File: config.mk
export PLATFORM = sky130hd
export DESIGN_NAME = memory_game
export DESIGN_NICKNAME = d
export VERILOG_FILES = /design/src/common/game_pkg.sv /design/src/common/seg_pkg.sv /design/src/datapath/card_timer.sv /design/src/datapath/card_deck.sv /design/src/datapath/answer_judge.sv /design/src/rtl/game_control.sv /design/src/rtl/hex_decoder.sv /design/src/rtl/memory_game.sv
export SDC_FILE = /design/constraint.sdc
export NUM_CORES = 1
export LEC_CHECK = 0
export CAP_MARGIN = 10
export CORE_MARGIN = 10
export CORE_UTILIZATION = 53
export DETAILED_ROUTE_END_ITERATION = 8
export DONT_BUFFER_PORTS = 1
export PLACE_DENSITY = 0.71
export SYNTH_ARGS = -nofsm -noshare
export SYNTH_HDL_FRONTEND = slang
export SYNTH_SLANG_ARGS = --single-unit
File: constraint.sdc
create_clock -name clk -period 3.15 [get_ports clk]
set_clock_uncertainty 0.05 [all_clocks]
set_input_delay 0.4725 -clock clk [delete_from_list [all_inputs] [get_ports clk]]
set_output_delay 0.4725 -clock clk [all_outputs]
set_load 0.005 [all_outputs]
File: src/common/game_pkg.sv
`default_nettype none

package game_pkg;

  // one card, shown as a single hex digit
  typedef logic [3:0] card_t;

  localparam int DECK_LEN = 11; // cards in the ring

  // display order, wraps back to 7 after the last card
  localparam card_t DECK_INIT [DECK_LEN] = '{
    4'd7, 4'd6, 4'd5, 4'd6,
    4'd2, 4'd2, 4'd3, 4'd2,
    4'd4, 4'd4, 4'd1
  };

  // turn sequencer
  // a turn is two timer periods: show the new card, then judge
  typedef enum logic [2:0] {
    st_idle        = 3'd0, // before the first start
    st_wait_first  = 3'd1, // old card shown, waiting for tick
    st_advance     = 3'd2, // one cycle, deck rotates
    st_wait_second = 3'd3, // new card shown, player answers
    st_analyse     = 3'd4, // judge works for two cycles
    st_finish      = 3'd5  // game over, held until start
  } ctrl_state_t;

endpackage

`default_nettype wire

File: src/common/seg_pkg.sv
`default_nettype none

package seg_pkg;

  // active low segments, bit 0 = a ... bit 6 = g
  typedef logic [6:0] seg_t;

  // hex digit patterns, index = digit value
  localparam seg_t SEG_TABLE [16] = '{
    7'b100_0000, // 0
    7'b111_1001, // 1
    7'b010_0100, // 2
    7'b011_0000, // 3
    7'b001_1001, // 4
    7'b001_0010, // 5
    7'b000_0010, // 6
    7'b111_1000, // 7
    7'b000_0000, // 8
    7'b001_1000, // 9
    7'b000_1000, // a
    7'b000_0011, // b
    7'b100_0110, // c
    7'b010_0001, // d
    7'b000_0110, // e
    7'b000_1110  // f
  };

endpackage

`default_nettype wire

File: src/datapath/card_timer.sv
`timescale 1ns/1ps
`default_nettype none

module card_timer #(
  parameter int TICK_CYCLES = 50_000_000 // period in clock cycles
) (
  input  logic clk,
  input  logic resetn,
  output logic tick   // one cycle every TICK_CYCLES
);

  // at least one bit even for tiny periods
  localparam int CNT_W = (TICK_CYCLES > 1) ? $clog2(TICK_CYCLES) : 1;
  localparam logic [CNT_W-1:0] RELOAD = CNT_W'(TICK_CYCLES - 1);

  logic [CNT_W-1:0] count;

  // free running, independent of controller state
  always_ff @(posedge clk or negedge resetn) begin
    if (!resetn) begin
      count <= RELOAD;
      tick  <= 1'b0;
    end else if (count == '0) begin
      count <= RELOAD; // wrap
      tick  <= 1'b1;
    end else begin
      count <= count - 1'b1;
      tick  <= 1'b0;
    end
  end

endmodule

`default_nettype wire

File: src/datapath/card_deck.sv
`timescale 1ns/1ps
`default_nettype none

module card_deck (
  input  logic            clk,
  input  logic            resetn,
  input  logic            advance,   // rotate by one
  output game_pkg::card_t cur_card,  // card on display
  output game_pkg::card_t prev_card  // card shown before it
);
  import game_pkg::*;

  card_t ring [DECK_LEN]; // ring[0] is the current card
  card_t prev_q;

  // deck loaded only at reset, position kept across games
  always_ff @(posedge clk or negedge resetn) begin
    if (!resetn) begin
      ring   <= DECK_INIT;
      prev_q <= DECK_INIT[DECK_LEN-1]; // last entry precedes the first
    end else if (advance) begin
      prev_q <= ring[0];
      for (int i = 0; i < DECK_LEN - 1; i++) begin
        ring[i] <= ring[i+1]; // next entry moves to the front
      end
      ring[DECK_LEN-1] <= ring[0]; // front wraps to the back
    end
  end

  assign cur_card  = ring[0];
  assign prev_card = prev_q;

endmodule

`default_nettype wire

File: src/datapath/answer_judge.sv
`timescale 1ns/1ps
`default_nettype none

module answer_judge (
  input  logic            clk,
  input  logic            resetn,
  input  logic            advance,    // new card clears key latch
  input  logic            analyse,    // two cycle judge window
  input  logic            match_key,
  input  logic            differ_key,
  input  game_pkg::card_t cur_card,
  input  game_pkg::card_t prev_card,
  output logic            done,       // verdict valid
  output logic            mistake     // wrong or missing answer
);

  logic key_valid; // some key seen since advance
  logic key_match; // last key was match
  logic judged;    // verdict taken this analyse window
  logic same_card;

  assign same_card = (cur_card == prev_card);

  // key latch where the last key wins and match wins a tie
  always_ff @(posedge clk or negedge resetn) begin
    if (!resetn) begin
      key_valid <= 1'b0;
      key_match <= 1'b0;
    end else if (advance) begin
      key_valid <= 1'b0;
    end else if (match_key || differ_key) begin
      key_valid <= 1'b1;
      key_match <= match_key;
    end
  end

  // verdict registered in the first analyse cycle
  always_ff @(posedge clk or negedge resetn) begin
    if (!resetn) begin
      judged  <= 1'b0;
      mistake <= 1'b0;
    end else begin
      judged <= analyse;
      if (analyse && !judged) begin
        mistake <= !key_valid || (key_match != same_card); // held afterwards
      end
    end
  end

  assign done = analyse && judged; // second analyse cycle onward

endmodule

`default_nettype wire

File: src/rtl/game_control.sv
`timescale 1ns/1ps
`default_nettype none

module game_control (
  input  logic clk,
  input  logic resetn,
  input  logic start,
  input  logic tick,      // card period pulse from timer
  input  logic done,      // verdict ready
  input  logic mistake,   // verdict, valid with done
  output logic advance,   // one cycle pulse
  output logic analyse,   // level, only in st_analyse
  output logic game_over
);
  import game_pkg::*;

  ctrl_state_t state;
  ctrl_state_t state_nxt;

  // state register
  always_ff @(posedge clk or negedge resetn) begin
    if (!resetn) begin
      state <= st_idle;
    end else begin
      state <= state_nxt;
    end
  end

  // next state
  always_comb begin
    state_nxt = state; // hold by default
    case (state)
      st_idle: begin
        if (start) state_nxt = st_wait_first;
      end
      st_wait_first: begin
        if (tick) state_nxt = st_advance; // old card's period over
      end
      st_advance: begin
        state_nxt = st_wait_second; // single cycle
      end
      st_wait_second: begin
        if (tick) state_nxt = st_analyse; // answer window closed
      end
      st_analyse: begin
        // verdict acted on directly
        if (done) state_nxt = mistake ? st_finish : st_wait_first;
      end
      st_finish: begin
        // ticks ignored here, resume from current deck position
        if (start) state_nxt = st_wait_first;
      end
      default: begin
        state_nxt = st_idle;
      end
    endcase
  end

  // outputs decoded from state only
  assign advance   = (state == st_advance);
  assign analyse   = (state == st_analyse);
  assign game_over = (state == st_finish);

endmodule

`default_nettype wire

File: src/rtl/hex_decoder.sv
`timescale 1ns/1ps
`default_nettype none

module hex_decoder (
  input  game_pkg::card_t card,
  output seg_pkg::seg_t   segments // active low
);
  import seg_pkg::*;

  always_comb begin
    segments = '1; // blank unless the code has a pattern
    if (int'(card) < $size(SEG_TABLE)) begin
      segments = SEG_TABLE[card];
    end
  end

endmodule

`default_nettype wire

File: src/rtl/memory_game.sv
`timescale 1ns/1ps
`default_nettype none

module memory_game #(
  parameter int TICK_CYCLES = 50_000_000 // clock cycles per card
) (
  input  logic          clk,
  input  logic          resetn,
  input  logic          start,      // active high level
  input  logic          match_key,
  input  logic          differ_key,
  output seg_pkg::seg_t hex0,
  output logic          game_over
);
  import game_pkg::*;

  logic  tick;                // one pulse per card period
  logic  advance;             // rotate deck, clear key latch
  logic  analyse;             // judge window, two cycles
  logic  done;
  logic  mistake;
  card_t cur_card;
  card_t prev_card;

  card_timer #(
    .TICK_CYCLES(TICK_CYCLES)
  ) u_card_timer (
    .clk   (clk),
    .resetn(resetn),
    .tick  (tick)
  );

  card_deck u_card_deck (
    .clk      (clk),
    .resetn   (resetn),
    .advance  (advance),
    .cur_card (cur_card),
    .prev_card(prev_card)
  );

  answer_judge u_answer_judge (
    .clk       (clk),
    .resetn    (resetn),
    .advance   (advance),
    .analyse   (analyse),
    .match_key (match_key),
    .differ_key(differ_key),
    .cur_card  (cur_card),
    .prev_card (prev_card),
    .done      (done),
    .mistake   (mistake)
  );

  game_control u_game_control (
    .clk      (clk),
    .resetn   (resetn),
    .start    (start),
    .tick     (tick),
    .done     (done),
    .mistake  (mistake),
    .advance  (advance),
    .analyse  (analyse),
    .game_over(game_over)
  );

  hex_decoder u_hex_decoder (
    .card    (cur_card),
    .segments(hex0) // combinational from the current card
  );

endmodule

`default_nettype wire

==> summary.md <==
| Metric | Value |
|---|---|
| Worst VDD drop | `284 µV` |
| Die Y | `around 100 µm` |
| Ys flop type | `dfrtp_1` |
| HP Class | `in2reg` |
| Tmin final | `2390 ps` |
| XOR/XNOR share of the synthesized area | `4.37%` |
| Mean post-synth cell area | `12.3 µm²` |
| Critical path peak fanout | `8` |
| Post-route antenna net violation count | `0` |
| CTS Buf Count | `9` |
| CTS H-tree lvls | `3` |
| Cells after synthesis | `293` |
| Hold slack final | `239 ps` |
| Yosys top cell by area | `dfrtp_1` |
| Routed len/inst | `roughly 14 µm` |
| Drt total wl | `about 5.4 mm` |
| Kind of critical path | `reg2out` |
| Final nets | `308` |
| Yosys warns | `0` |
| Post-synth ARST share | `100%` |
| Startpoint types | `register` |
| Ranking of synthesized cells by area | `dfrtp_1 30%, dfstp_2 25%, mux2_2 13%` |
| Layout cell share with drive strength beyond 1 | `~37%` |
| CP endpoint kind | `primary output` |
| DP Area | `3680 µm²` |
| P_leak | `0.00171 µW` |
| Site row count | `30` |
| PortBufs | `0` |
| Simple-gate portion of the synthesized area | `13.8%` |
| Max_cap viols | `0` |
| RSZ-0062 raised after global routing | `false` |
| Via/cell ratio | `5.60` |
| Setup TNS | `0 ps` |
| Crit path DAT | `1870 ps` |
| Post-synthesis mux area share | `14.5%` |
| Antenna fix cells | `0` |
| TritonCTS clock tree | `yes` |
| Highest clock rate | `419 MHz` |
| Root Driver | `clkbuf_8` |
| Area share of the largest cell type after synthesis | `29.8%` |
| Worst-Skew Late Latency | `340 ps` |
| Reg power frac | `55.9%` |
| R2R setup slack | `850 ps` |
| Final Non-Filler Cells | `382` |
| Post-synth EDFFs | `0` |
| Switching portion of total power | `20.9%` |
| Post-Syn Area | `3610 µm²` |
| DP Cell Count | `364` |
| Pwr dens | `459 nW/µm²` |
| Grt ovf | `0` |
| Least-Margin Pin Slew | `547 ps` |
| Max-slew violations | `0` |
| Clock Power Share | `~43%` |
| Area delta synth->final | `8.70%` |
| Post-CTS setup buffers | `0` |
| Post-synth cell types | `44` |
| Crit share post-route | `75.8%` |
| DPL Wire Length | `3.57 mm` |
| Sequential area share after synthesis | `55.3%` |
| CORE AREA | `between 6000 and 7000 µm²` |
| CTS sink cnt | `78` |
| Final worst slack | `between 700 and 800 ps` |
| Via count | `2141` |
| Initial antenna violation count | `0` |
| Vias in the first global route | `2187` |
| Total Routing Usage GR | `11.6%` |
| Full die area | `between 10000 and 15000 µm²` |
| Max-slew headroom | `approximately 64%` |
| Status | `finished clean` |
| Comb pwr share | `1.6%` |
| DR pass1 iterations | `4` |
| Combinational family with the most area after synthesis | `multiplexers` |
| Maximum number of pins on one net before global-route repair | `79` |
| Detailed router's first-iteration violation count | `86` |
| First-pass GRT wire length | `9.78 mm` |
| Count of boundary I/O pins | `13` |
| Pre-CTS setup slack | `~900 ps` |
| Area share of fa/ha/maj cells after synthesis | `2.08%` |
| Top post-synthesis cells by count | `43 x dfrtp_1, 43 x mux2_2, 35 x dfstp_2` |
| Syn Nets | `approximately 300` |
| Die W | `103 µm` |
| Compound-Gate Fraction of Synth Area | `7.31%` |
| P_int | `1430 µW` |
| Starting density of the core | `53.7%` |
| Finished Cell Area | `~4000 µm²` |
| Final routed DRC violation total | `0` |
| GPL Wtd Cong | `0.777` |
| Register bit count reported by yosys | `78` |
| CTS clk-pin slew, worst paths | `80 ps` |
| Final Hold Fails | `0` |
| Critical Path RT | `2630 ps` |
| CTS max path bufs | `2` |
| Finish-stage setup viols | `0` |
| Net Sw Power | `376 µW` |
[metal layers]
layer | up-vias | routed length (µm) | GRT usage (%)
met5 | - | 0 | 0
met3 | 5 | 266 | 3.42
met1 | 1055 | 2700 | 15.0
li1 | 1052 | - | -
met2 | 29 | 2390 | 17.5
met4 | 0 | 66 | 5.53
[worst max-delay path, cell delays in order, from the launching register on]
cell,delay (ps)
dfstp_2,610
ha_1,260
nor2_1,80
or3b_2,460
o21ai_0,120
[per-stage QoR]
| stage | utilization (%) | total power (µW) |
|---|---|---|
| global placement | 54.7 | 1030 |
| finish | 58.4 | 1800 |
| floorplan | - | 1030 |
| CTS | 58.4 | 1830 |
| global route | 58.4 | 1880 |
| detailed placement | 54.7 | 1030 |
[cell type report]
cell class	instances	area (µm²)
repair buffers	3	45.0
inverters	9	46.3
fillers	547	2790
clock inverters	4	55.1
multi-input cells	196	1530
well taps	80	100
clock buffers	12	155
flip-flops and latches	78	2000
[power by group through the flow]
stage	Combinational (µW)	Clock (µW)	Sequential, µW
final	29.5	766	1010
after global routing	34.4	839	1010
after CTS	31.2	790	1010
after detailed placement	6.50	0	1030
after global placement	6.26	0	1030
after floorplan	4.98	0	1030
[flip-flops by register name, indices dropped and copies added, names as in the netlist]
signal                    count
u_card_deck.cur_card          4
u_answer_judge.judged         1
u_answer_judge.key_match      1
u_card_timer.tick             1
u_game_control.state          3
u_card_deck.ring             40
u_answer_judge.key_valid      1
u_card_timer.count           26
u_answer_judge.mistake        1
[worst paths after layout]
| path | start | cells after the start | end |
|---|---|---|---|
| hold / removal | match_key | 2 | u_answer_judge.key_valid |
| setup reg to reg | u_card_timer.count[10] | 5 | u_card_timer.count[11] |
| setup / recovery | u_card_deck.cur_card[0] | 4 | hex0[0] |
| hold reg to reg | u_answer_judge.key_valid | 1 | u_answer_judge.mistake |
| min in group asynchronous | resetn | 2 | u_card_timer.count[11] |
| max in group asynchronous | resetn | 2 | u_card_deck.ring[37] |
[kinds of logic (layout without fill, tap and decap cells)]
group | Yosys count | after routing
AOI/OAI and AO/OA | 39 | 39
xor gates and xnor gates | 18 | 18
adders and majority gates | 6 | 6
buffers and inverters | 19 | 28
DFF | 78 | 78
muxes | 47 | 47
and+or+nand+nor | 86 | 86
[placed cells by master, fill, tap and decap left out, types with 3 or more instances in the layout]
cell type  synthesis  routed
nor3_1             5       5
o211ai_1           3       3
xnor2_1            7       7
a21oi_1            3       3
nand2b_1           3       3
nor2_2             3       3
nor2_1            24      23
xor2_1            11      11
or3_1              5       5
dfrtp_1           43      43
o41ai_1            6       6
inv_1              8       8
clkbuf_8           0      11
dfstp_2           35      35
nand3_1            5       5
o31ai_1            6       6
ha_1               6       6
nand2_1           20      20
mux2i_1            4       4
or4_1              5       5
mux2_2            43      43
o21ai_0           14      14
[repair_timing]
item                       in CTS  in global routing
hold endpoints to repair       78                  0
hold buffers                    2                  0
gates resized for setup         0                  0
setup endpoints to repair       0                  0
(Power assumes the default switching activity.)
